===== config.mk =====
export PLATFORM = sky130hd
export DESIGN_NAME = mul_unit
export DESIGN_NICKNAME = d
export VERILOG_FILES = /design/src/mul_pkg.sv /design/src/mul_dispatch.sv /design/src/mul_lane.sv /design/src/mul_collect.sv /design/src/mul_unit.sv
export SDC_FILE = /design/constraint.sdc
export NUM_CORES = 2
export LEC_CHECK = 0
export ABC_AREA = 1
export BUFFER_PORTS_ARGS = -buffer_cell sky130_fd_sc_hd__buf_4
export CAP_MARGIN = 10
export CORE_ASPECT_RATIO = 0.9
export CORE_UTILIZATION = 55
export CTS_CLUSTER_SIZE = 12
export DETAILED_ROUTE_END_ITERATION = 10
export HOLD_SLACK_MARGIN = 0.03
export PLACE_DENSITY = 0.71
export SYNTH_ARGS = -nofsm -noshare
export SYNTH_HDL_FRONTEND = slang
export SYNTH_SLANG_ARGS = --single-unit
export TNS_END_PERCENT = 10

===== constraint.sdc =====
create_clock -name clk -period 21.7 [get_ports clk]
set_input_delay 1.085 -clock clk [delete_from_list [all_inputs] [get_ports clk]]
set_output_delay 1.085 -clock clk [all_outputs]
set_load 0.1 [all_outputs]

===== src/mul_pkg.sv =====
/*
 * Shared widths, lane and credit counts,
 * and the micro-op codes of the multiply unit
 */
`default_nettype none

package mul_pkg;

  // Datapath and tag widths
  localparam int XLEN      = 32;
  localparam int OPX_BITS  = XLEN + 1;
  localparam int PROD_BITS = 2 * OPX_BITS;
  localparam int SEQ_BITS  = 5;
  localparam int REG_BITS  = 5;

  // ------------------------------
  // Lane structure
  localparam int NUM_LANES          = 4;
  localparam int LANE_IDX_BITS      = 2;
  localparam int STAGES             = 3;
  localparam int LANE_FIFO_DEPTH    = 2;
  localparam int LANE_FIFO_PTR_BITS = 1;
  localparam logic [LANE_IDX_BITS-1:0] LAST_LANE = LANE_IDX_BITS'(NUM_LANES - 1);
  localparam logic [LANE_FIFO_PTR_BITS-1:0] LAST_SLOT =
    LANE_FIFO_PTR_BITS'(LANE_FIFO_DEPTH - 1);

  // ------------------------------
  // Credits on both boundaries
  localparam int ISSUE_CREDITS  = NUM_LANES * LANE_FIFO_DEPTH;
  localparam int WB_CREDITS     = 4;
  localparam int WB_CREDIT_BITS = 3;
  localparam logic [WB_CREDIT_BITS-1:0] WB_CREDIT_RESET = WB_CREDIT_BITS'(WB_CREDITS);

  // Micro-op codes, RV32M multiplies only
  localparam int UOP_BITS = 2;
  localparam logic [UOP_BITS-1:0] UOP_MUL    = 2'd0;
  localparam logic [UOP_BITS-1:0] UOP_MULH   = 2'd1;
  localparam logic [UOP_BITS-1:0] UOP_MULHSU = 2'd2;
  localparam logic [UOP_BITS-1:0] UOP_MULHU  = 2'd3;

endpackage

`default_nettype wire


===== src/mul_dispatch.sv =====
/*
 * Issue-side dispatcher: registers each issued op
 * and steers it to one lane in strict rotation
 */
`timescale 1ns/1ns
`default_nettype none

module mul_dispatch (
  input  logic                              clk,
  input  logic                              reset,
  // Issue port from decode
  input  logic                              issue_valid,
  input  logic [mul_pkg::UOP_BITS-1:0]      issue_uop,
  input  logic [mul_pkg::SEQ_BITS-1:0]      issue_seq,
  input  logic [mul_pkg::REG_BITS-1:0]      issue_waddr,
  input  logic [mul_pkg::XLEN-1:0]          issue_op1,
  input  logic [mul_pkg::XLEN-1:0]          issue_op2,
  // Shared op fields plus one valid bit per lane
  output logic [mul_pkg::NUM_LANES-1:0]     lane_valid,
  output logic [mul_pkg::UOP_BITS-1:0]      lane_uop,
  output logic [mul_pkg::SEQ_BITS-1:0]      lane_seq,
  output logic [mul_pkg::REG_BITS-1:0]      lane_waddr,
  output logic [mul_pkg::XLEN-1:0]          lane_op1,
  output logic [mul_pkg::XLEN-1:0]          lane_op2
);

  logic [mul_pkg::LANE_IDX_BITS-1:0] rot_ptr;
  logic [mul_pkg::NUM_LANES-1:0]     lane_sel;

  // ------------------------------
  // Lane select from rotation pointer

  // One-hot decode of the pointer
  always_comb begin
    for (int i = 0; i < mul_pkg::NUM_LANES; i++) begin
      lane_sel[i] = (int'(rot_ptr) == i);
    end
  end

  // Pointer moves one lane per issued op
  always_ff @(posedge clk) begin
    if (reset) begin
      rot_ptr <= '0;
    end else if (issue_valid) begin
      if (rot_ptr == mul_pkg::LAST_LANE) begin
        rot_ptr <= '0;
      end else begin
        rot_ptr <= rot_ptr + 1'b1;
      end
    end
  end

  // ------------------------------
  // Op register, one cycle after issue

  // Valid bits are control state
  always_ff @(posedge clk) begin
    if (reset) begin
      lane_valid <= '0;
    end else begin
      lane_valid <= issue_valid ? lane_sel : '0;
    end
  end

  // Payload only loads on issue
  always_ff @(posedge clk) begin
    if (issue_valid) begin
      lane_uop   <= issue_uop;
      lane_seq   <= issue_seq;
      lane_waddr <= issue_waddr;
      lane_op1   <= issue_op1;
      lane_op2   <= issue_op2;
    end
  end

endmodule

`default_nettype wire


===== src/mul_lane.sv =====
/*
 * One multiplier lane: 33x33 signed product over
 * STAGES registers with its tags, then an output FIFO
 */
`timescale 1ns/1ns
`default_nettype none

module mul_lane (
  input  logic                              clk,
  input  logic                              reset,
  // Op from the dispatcher
  input  logic                              in_valid,
  input  logic [mul_pkg::UOP_BITS-1:0]      in_uop,
  input  logic [mul_pkg::SEQ_BITS-1:0]      in_seq,
  input  logic [mul_pkg::REG_BITS-1:0]      in_waddr,
  input  logic [mul_pkg::XLEN-1:0]          in_op1,
  input  logic [mul_pkg::XLEN-1:0]          in_op2,
  // FIFO head toward the collector
  output logic                              out_ready,
  output logic [mul_pkg::SEQ_BITS-1:0]      out_seq,
  output logic [mul_pkg::REG_BITS-1:0]      out_waddr,
  output logic [mul_pkg::XLEN-1:0]          out_wdata,
  input  logic                              pop
);

  localparam int PD = mul_pkg::STAGES - 2;

  logic                                    sign_a;
  logic                                    sign_b;
  logic                                    s0_valid;
  logic                                    s0_hi;
  logic [mul_pkg::SEQ_BITS-1:0]            s0_seq;
  logic [mul_pkg::REG_BITS-1:0]            s0_waddr;
  logic [mul_pkg::OPX_BITS-1:0]            s0_a;
  logic [mul_pkg::OPX_BITS-1:0]            s0_b;
  logic signed [mul_pkg::PROD_BITS-1:0]    prod;
  logic                                    p_valid [PD];
  logic                                    p_hi    [PD];
  logic [mul_pkg::SEQ_BITS-1:0]            p_seq   [PD];
  logic [mul_pkg::REG_BITS-1:0]            p_waddr [PD];
  logic [mul_pkg::PROD_BITS-1:0]           p_prod  [PD];
  logic [mul_pkg::XLEN-1:0]                result;
  logic [mul_pkg::SEQ_BITS-1:0]            fifo_seq   [mul_pkg::LANE_FIFO_DEPTH];
  logic [mul_pkg::REG_BITS-1:0]            fifo_waddr [mul_pkg::LANE_FIFO_DEPTH];
  logic [mul_pkg::XLEN-1:0]                fifo_wdata [mul_pkg::LANE_FIFO_DEPTH];
  logic [mul_pkg::LANE_FIFO_PTR_BITS-1:0]  wr_ptr;
  logic [mul_pkg::LANE_FIFO_PTR_BITS-1:0]  rd_ptr;
  logic [mul_pkg::LANE_FIFO_PTR_BITS:0]    count;

  // ------------------------------
  // Stage 0: operand extension

  // MULH signs both, MULHSU only op1
  assign sign_a = (in_uop == mul_pkg::UOP_MULH) || (in_uop == mul_pkg::UOP_MULHSU);
  assign sign_b = (in_uop == mul_pkg::UOP_MULH);

  always_ff @(posedge clk) begin
    if (reset) begin
      s0_valid <= 1'b0;
    end else begin
      s0_valid <= in_valid;
    end
  end

  always_ff @(posedge clk) begin
    s0_a     <= {sign_a & in_op1[mul_pkg::XLEN-1], in_op1};
    s0_b     <= {sign_b & in_op2[mul_pkg::XLEN-1], in_op2};
    s0_hi    <= (in_uop != mul_pkg::UOP_MUL);
    s0_seq   <= in_seq;
    s0_waddr <= in_waddr;
  end

  // ------------------------------
  // Product stages, tags alongside
  assign prod = $signed(s0_a) * $signed(s0_b);

  always_ff @(posedge clk) begin
    if (reset) begin
      for (int k = 0; k < PD; k++) p_valid[k] <= 1'b0;
    end else begin
      p_valid[0] <= s0_valid;
      for (int k = 1; k < PD; k++) p_valid[k] <= p_valid[k-1];
    end
  end

  always_ff @(posedge clk) begin
    p_prod[0]  <= prod;
    p_hi[0]    <= s0_hi;
    p_seq[0]   <= s0_seq;
    p_waddr[0] <= s0_waddr;
    for (int k = 1; k < PD; k++) begin
      p_prod[k]  <= p_prod[k-1];
      p_hi[k]    <= p_hi[k-1];
      p_seq[k]   <= p_seq[k-1];
      p_waddr[k] <= p_waddr[k-1];
    end
  end

  // Low word for MUL, high word otherwise
  assign result = p_hi[PD-1] ? p_prod[PD-1][2*mul_pkg::XLEN-1:mul_pkg::XLEN]
                             : p_prod[PD-1][mul_pkg::XLEN-1:0];

  // ------------------------------
  // Output FIFO, final register stage
  // Never full while the issue credits hold
  always_ff @(posedge clk) begin
    if (p_valid[PD-1]) begin
      fifo_seq[wr_ptr]   <= p_seq[PD-1];
      fifo_waddr[wr_ptr] <= p_waddr[PD-1];
      fifo_wdata[wr_ptr] <= result;
    end
  end

  always_ff @(posedge clk) begin
    if (reset) begin
      wr_ptr <= '0;
      rd_ptr <= '0;
      count  <= '0;
    end else begin
      if (p_valid[PD-1]) wr_ptr <= (wr_ptr == mul_pkg::LAST_SLOT) ? '0 : wr_ptr + 1'b1;
      if (pop) rd_ptr <= (rd_ptr == mul_pkg::LAST_SLOT) ? '0 : rd_ptr + 1'b1;
      count <= count + p_valid[PD-1] - pop;
    end
  end

  assign out_ready = (count != '0);
  assign out_seq   = fifo_seq[rd_ptr];
  assign out_waddr = fifo_waddr[rd_ptr];
  assign out_wdata = fifo_wdata[rd_ptr];

endmodule

`default_nettype wire


===== src/mul_collect.sv =====
/*
 * Writeback collector: drains lane FIFOs in issue
 * rotation and holds the writeback credit count
 */
`timescale 1ns/1ns
`default_nettype none

module mul_collect (
  input  logic                               clk,
  input  logic                               reset,
  // Lane FIFO heads
  input  logic [mul_pkg::NUM_LANES-1:0]      lane_ready,
  input  logic [mul_pkg::SEQ_BITS-1:0]       lane_seq   [mul_pkg::NUM_LANES],
  input  logic [mul_pkg::REG_BITS-1:0]       lane_waddr [mul_pkg::NUM_LANES],
  input  logic [mul_pkg::XLEN-1:0]           lane_wdata [mul_pkg::NUM_LANES],
  output logic [mul_pkg::NUM_LANES-1:0]      lane_pop,
  // Writeback port
  output logic                               wb_valid,
  output logic [mul_pkg::SEQ_BITS-1:0]       wb_seq,
  output logic [mul_pkg::REG_BITS-1:0]       wb_waddr,
  output logic [mul_pkg::XLEN-1:0]           wb_wdata,
  output logic                               wb_wen,
  input  logic                               wb_credit,
  // Credit back to the issuer
  output logic                               issue_credit
);

  logic [mul_pkg::LANE_IDX_BITS-1:0]  rot_ptr;
  logic [mul_pkg::WB_CREDIT_BITS-1:0] wb_cnt;
  logic                               send;

  // ------------------------------
  // Send decision

  // Only the lane next in rotation is looked at
  assign send = lane_ready[rot_ptr] && (wb_cnt != '0);

  always_comb begin
    for (int i = 0; i < mul_pkg::NUM_LANES; i++) begin
      lane_pop[i] = send && (int'(rot_ptr) == i);
    end
  end

  // Combinational from the selected FIFO head
  assign wb_valid     = send;
  assign wb_seq       = lane_seq[rot_ptr];
  assign wb_waddr     = lane_waddr[rot_ptr];
  assign wb_wdata     = lane_wdata[rot_ptr];
  assign wb_wen       = (wb_waddr != '0);
  assign issue_credit = send;

  // ------------------------------
  // Rotation and credit state

  // Same rotation as the dispatcher, so order holds
  always_ff @(posedge clk) begin
    if (reset) begin
      rot_ptr <= '0;
    end else if (send) begin
      rot_ptr <= (rot_ptr == mul_pkg::LAST_LANE) ? '0 : rot_ptr + 1'b1;
    end
  end

  // Return and spend may land in one cycle
  always_ff @(posedge clk) begin
    if (reset) begin
      wb_cnt <= mul_pkg::WB_CREDIT_RESET;
    end else begin
      case ({wb_credit, send})
        2'b10:   wb_cnt <= wb_cnt + 1'b1;
        2'b01:   wb_cnt <= wb_cnt - 1'b1;
        default: wb_cnt <= wb_cnt;
      endcase
    end
  end

endmodule

`default_nettype wire


===== src/mul_unit.sv =====
/*
 * Multiply execute unit top: dispatcher,
 * multiplier lanes and writeback collector
 */
`timescale 1ns/1ns
`default_nettype none

module mul_unit (
  input  logic                              clk,
  input  logic                              reset,
  // Issue port
  input  logic                              issue_valid,
  input  logic [mul_pkg::UOP_BITS-1:0]      issue_uop,
  input  logic [mul_pkg::SEQ_BITS-1:0]      issue_seq,
  input  logic [mul_pkg::REG_BITS-1:0]      issue_waddr,
  input  logic [mul_pkg::XLEN-1:0]          issue_op1,
  input  logic [mul_pkg::XLEN-1:0]          issue_op2,
  output logic                              issue_credit,
  // Writeback port
  output logic                              wb_valid,
  output logic [mul_pkg::SEQ_BITS-1:0]      wb_seq,
  output logic [mul_pkg::REG_BITS-1:0]      wb_waddr,
  output logic [mul_pkg::XLEN-1:0]          wb_wdata,
  output logic                              wb_wen,
  input  logic                              wb_credit
);

  // Dispatcher to lanes
  logic [mul_pkg::NUM_LANES-1:0] d_valid;
  logic [mul_pkg::UOP_BITS-1:0]  d_uop;
  logic [mul_pkg::SEQ_BITS-1:0]  d_seq;
  logic [mul_pkg::REG_BITS-1:0]  d_waddr;
  logic [mul_pkg::XLEN-1:0]      d_op1;
  logic [mul_pkg::XLEN-1:0]      d_op2;

  // Lanes to collector
  logic [mul_pkg::NUM_LANES-1:0] l_ready;
  logic [mul_pkg::NUM_LANES-1:0] l_pop;
  logic [mul_pkg::SEQ_BITS-1:0]  l_seq   [mul_pkg::NUM_LANES];
  logic [mul_pkg::REG_BITS-1:0]  l_waddr [mul_pkg::NUM_LANES];
  logic [mul_pkg::XLEN-1:0]      l_wdata [mul_pkg::NUM_LANES];

  mul_dispatch i_dispatch (
    .clk, .reset,
    .issue_valid, .issue_uop, .issue_seq, .issue_waddr, .issue_op1, .issue_op2,
    .lane_valid (d_valid), .lane_uop (d_uop), .lane_seq (d_seq),
    .lane_waddr (d_waddr), .lane_op1 (d_op1), .lane_op2 (d_op2)
  );

  // Identical lanes sharing the op fields
  for (genvar g = 0; g < mul_pkg::NUM_LANES; g++) begin : gen_lane
    mul_lane i_lane (
      .clk, .reset,
      .in_valid (d_valid[g]), .in_uop (d_uop), .in_seq (d_seq),
      .in_waddr (d_waddr), .in_op1 (d_op1), .in_op2 (d_op2),
      .out_ready (l_ready[g]), .out_seq (l_seq[g]), .out_waddr (l_waddr[g]),
      .out_wdata (l_wdata[g]), .pop (l_pop[g])
    );
  end

  mul_collect i_collect (
    .clk, .reset,
    .lane_ready (l_ready), .lane_seq (l_seq), .lane_waddr (l_waddr),
    .lane_wdata (l_wdata), .lane_pop (l_pop),
    .wb_valid, .wb_seq, .wb_waddr, .wb_wdata, .wb_wen, .wb_credit,
    .issue_credit
  );

endmodule

`default_nettype wire


### After elaboration in Yosys (flattened, before gate mapping)

Memories as Yosys holds them, arrays and structs flattened. A register that Yosys moved wholly into a read port is not among the register bits.
Index checks and enable logic that the tools add are counted.
Widths: inputs -> output; s select.

| operators by class | value |
|---|---|
| equality and inequality tests | 12 |
| bitwise logic cells | 4 |
| reduce and logical (&&, ||, !) cells | 21 |
| $mul | 1 |
| order comparisons | 2 |
| $add $sub $neg | 20 |
| muxes and demuxes | 69 |

Operator list:

| kind | number |
|---|---|
| $mux 32 | 6 |
| $mul 33x33->66 | 1 |
| $bmux 32 s2 | 1 |
| $mux 1 | 52 |
| $bmux 5 s2 | 2 |
| $mux 5 | 4 |
| $eq 2x2->1 const B | 8 |
| $reduce_bool 2->1 | 6 |
| $add 1x1->1 const B | 8 |
| $add 2x1->2 | 4 |
| $eq 2x1->1 const B | 4 |
| $sub 2x1->2 | 4 |
| $pmux 3 s2 | 1 |
| $logic_and 1x1->1 | 5 |
| $reduce_bool 5->1 | 1 |
| $add 2x1->2 const B | 2 |
| $logic_not 2->1 | 2 |
| $mux 2 | 2 |
| $reduce_or 1->1 | 4 |
| $add 3x1->3 const B | 1 |
| $ge 3x3->1 const B | 1 |
| $lt 2x3->1 const B | 1 |
| $not 2->3 | 1 |
| $reduce_bool 3->1 | 1 |
| other kinds (6) | 7 |

| word-level totals | value |
|---|---|
| input bits | 80 |
| memory bits (writable) | 648 |
| word-level logic and storage cells | 191 |
| output and inout bits | 45 |
| memories | 32 |
| register bits | 184 |

Memories:

| name | words | bits a word | rd ports | clocked after Yosys merged registers in | wr ports | RTL line | RTL |
|---|---|---|---|---|---|---|---|
| gen_lane[0].i_lane.p_prod | 1 | 66 | 1 | 0 | 1 | mul_lane.sv:41 | `logic [mul_pkg::PROD_BITS-1:0] p_prod [PD];` |
| gen_lane[1].i_lane.p_prod | 1 | 66 | 1 | 0 | 1 | mul_lane.sv:41 |  |
| gen_lane[2].i_lane.p_prod | 1 | 66 | 1 | 0 | 1 | mul_lane.sv:41 |  |
| gen_lane[3].i_lane.p_prod | 1 | 66 | 1 | 0 | 1 | mul_lane.sv:41 |  |
| gen_lane[0].i_lane.fifo_wdata | 2 | 32 | 1 | 1 | 1 | mul_lane.sv:45 | `logic [mul_pkg::XLEN-1:0] fifo_wdata [mul_pkg::LANE_FIFO_DEPTH];` |
| gen_lane[1].i_lane.fifo_wdata | 2 | 32 | 1 | 1 | 1 | mul_lane.sv:45 |  |
| 26 more memories | n/a | n/a | n/a | n/a | n/a | n/a |  |

### Depth between registers and ports, before layout

| logic depth | value |
|---|---|
| depth in word-level cells | 7 |
| gate-level depth with buffers | 32 |

### Cells and area by module

Synthesis repeated with hierarchy kept, for this count alone.

| unflattened totals | value |
|---|---|
| cells, all modules | 23479 |
| area total of the unflattened synthesis | 195618.9 um^2 |

Modules (own cells, without submodules):

| module | instances | cells an instance | area each (um^2) | seq. area each (um^2) |
|---|---|---|---|---|
| mul_lane (gen_lane[1].i_lane ...) | 2 | 5776 | 47882.2 | 5705.5 |
| mul_lane (gen_lane[0].i_lane) | 1 | 5776 | 47884.7 | 5705.5 |
| mul_lane (gen_lane[3].i_lane) | 1 | 5731 | 47813.4 | 5705.5 |
| mul_dispatch | 1 | 106 | 2536.2 | 2402.3 |
| mul_collect | 1 | 314 | 1620.3 | 100.1 |

### Least setup slack after synthesis

Ideal clock, no wire load.

| timing | value |
|---|---|
| path type | register -> register |
| from | reg, netlist name gen_lane[3].i_lane.s0_a[32] |
| to | mem gen_lane[2].i_lane.p_prod[0][63] (netlist bit) |
| required time | 21.588 ns |
| period minus slack after synthesis | 7.091 ns |
| setup time | 0.112 ns |
| buffers on the path | 2 |
| arrival time | 6.979 ns |
| slack | 14.609 ns |
| cell stages (with the launch flop) | 28 |
| path through | dfxtp_1 clkbuf_1 clkbuf_1 nand2_1 inv_1 fa_1 inv_1 fa_1 inv_1 fa_1 fa_1 fa_1 fa_1 fa_1 inv_1 fa_1 inv_1 ha_1 nand2_1 nor2_1 nand2_1 nor2_1 and2_1 nand2_1 nand2_1 inv_1 nand2_1 nand2_1 |

RTL lines:

| item | RTL line |
|---|---|
| end, declared | mul_lane.sv:41 |

==> impl_metrics.ini <==
[route]
num_vias = 43000
ant_nets = 0
route.detailed.drc = 0
wirelength_mm = 156
drt-initial-drc-count = 3173
vias_per_cell = 5.26
dr.pass1.iters = 6
drt-wirelength-per-cell_um = 19.1

[worst_setup_path]
slowest_stage = fa_1
path_buf_inv = 7
critical_path_class = reg -> reg
rrSetupSlack_ns = 13.57
critPathCaptureType = flop
setup.worst_path.end = gen_lane[2].i_lane.p_prod[0][63]
cpPeakStageDelay_ns = 0.96
crit_top_cell = fa_1
startpoint = gen_lane[3].i_lane.s0_b[10]
reg2reg_from = gen_lane[3].i_lane.s0_b[10]
r2r_cells = 26
startpoint_type = flop
cp.required_ns = 22.24
cp.arrival_ns = 8.66
cp.depth = 26
crit_family = adder cells
r2r_end = gen_lane[2].i_lane.p_prod[0][63]
crit_fanout = 22

[timing]
fin_crit_sh_pct = 37.5
setup_tns_ns = 0
rsz0062_at_grt = no
slew_violations = 0
tightestPinTransition_ns = 1.06
fmax_mhz = 123
slew_headroom_pct = 29.4
fin_skew_ns = 0.0450
finalHoldViolations = 0
setup_viol = 0
min_period_ns = 8.13

[yosys]
synth-async-reset-ratio_pct = 0
synth_area_leaders = fa_1, edfxtp_1, inv_1
synth_area_per_cell_um2 = 9.10
netlist.area_leader.share_pct = 36.9
synth_ff_type = edfxtp_1
synth_nets = 8150
synthDistinctLibCells = 43
synth_common_cells = inv_1, nand2_1, fa_1
ys_seq_area_share_pct = 26.5
syn-cell-area_um2 = 61100
yosysMostFrequentCell = inv_1
synthCells = 6713
yosysTopAreaCell = fa_1
ys_seq_elements = 603
yosysWarnings = 0
synth_edf_count = 412

[place]
hpwl_mm = 117
io_buffers = 124
routabilityCongestion = 0.976

[clocking]
insertion_delay_ns = 0.68
postCtsHoldBufs = 0
post_cts_buffers = 0
ctsHtreeMaxLevel = 3
cts.path.max_buffers = 3
ctsRootBufferMaster = clkbuf_16
numCtsBuffers = 68
ctsResizeCount = 0
path_clk_slew_ns = 0.06
cts_tree = yes
numClockSinks = 603

[final_layout]
layout.nets = 8096
regArea_um2 = 16200
multi_input_area_um2 = 36700
area_delta_synth_final_pct = 7.18
drive_above_1_share_pct = 6.30
diodes = 0
n_fill_cell = 9300

[global_route]
grt_usage_pct = 29.1
grt_pass1_vias = 46800
grt_max_degree = 88
overflow = 0
antenna_found_initial = 3
grt_pass1_wl_mm = 255

[die]
start_util_pct = 55.7
die-height_um = 318
num_rows = 115
fp.dieW_um = 353
die-area_um2 = 112000
core_area_um2 = 110000
io_pins = 125

[min_path]
hold_path.class = reg -> reg

[flow_run]
drv_cap = 0

[outcome]
outcome = finished clean
==> routing by layer <==
| layer | vias to the layer above | GRT usage (%) | wire length, um |
|---|---|---|---|
| met4 | 6 | 9.22 | 4830 |
| met2 | 1667 | 48.5 | 74800 |
| met1 | 21700 | 39.3 | 64700 |
| met5 | - | 0 | 39 |
| li1 | 19300 | - | - |
| met3 | 324 | 4.57 | 11300 |
==> how the worst min path moves through the flow <==
stage,from,end,slack (ns),cells after the start
after global placement,gen_lane[3].i_lane.s0_seq[1],gen_lane[2].i_lane.p_seq[0][1],0.31,0
after detailed placement,gen_lane[3].i_lane.s0_seq[2],gen_lane[2].i_lane.p_seq[0][2],0.31,0
final,i_dispatch.lane_op2[16],gen_lane[3].i_lane.s0_b[16],0.32,0
after CTS,i_dispatch.lane_op2[16],gen_lane[3].i_lane.s0_b[16],0.31,0
after global routing,gen_lane[3].i_lane.s0_seq[0],gen_lane[2].i_lane.p_seq[0][0],0.33,0
after floorplan,gen_lane[3].i_lane.s0_hi,gen_lane[2].i_lane.p_hi[0],0.31,0
==> state kept, by name, summed over array words and instances (netlist names), 8 cells and up, named ones only <==
register                    flops
gen_lane.i_lane.s0_a           33
gen_lane.i_lane.fifo_seq       40
i_dispatch.lane_op2            32
i_dispatch.lane_op1            32
gen_lane.i_lane.s0_b           33
gen_lane.i_lane.count           8
gen_lane.i_lane.p_prod         64
gen_lane.i_lane.fifo_wdata    256
gen_lane.i_lane.fifo_waddr     40
==> cell families after synthesis <==
family	synth area share, %
DFF	26.5
xor gates and xnor gates	0.660
muxes	0.590
buffers and inverters	13.4
AOI/OAI and AO/OA	3.74
adders and majority gates	41.6
and+or+nand+nor	13.4
==> cell usage in the layout (no fill, tap or decap), types with 19 or more instances in the layout <==
cell type,instances
a21oi_1,82
a31oi_1,41
buf_4,209
clkbuf_1,23
clkbuf_16,70
dfxtp_1,183
edfxtp_1,412
fa_1,1126
ha_1,231
inv_1,1831
mux2_2,32
nand2_1,1473
nand3_1,74
nor2_1,445
nor2_2,23
o21ai_0,195
o21bai_1,19
o22ai_1,42
xor2_1,36
==> stage by stage <==
step	hold slack (ns)	area [um2]	util, %	std cells	worst slack [ns]
5_1_grt	0.333	65500	59.7	8171	13.15
6_report	0.319	65500	59.7	8171	13.57
2_1_floorplan	0.310	61100	-	6713	14.61
3_5_place_dp	0.312	63200	57.7	8051	13.64
4_1_cts	0.314	65500	59.7	8171	13.56
3_3_place_gp	0.311	63200	57.7	8051	13.73
==> cell type report <==
type,count,share of cell area [%]
clock inverter,22,0.499
tap,1462,2.79
clock buffer,98,2.91
multi-input combinational,3933,56.1
timing repair buffer,209,2.40
inverter,1844,10.6
sequential,603,24.8
Power is left out: the tool's default activity adds up to more than one toggle a clock period on the data nets, which glitch-free logic cannot reach.
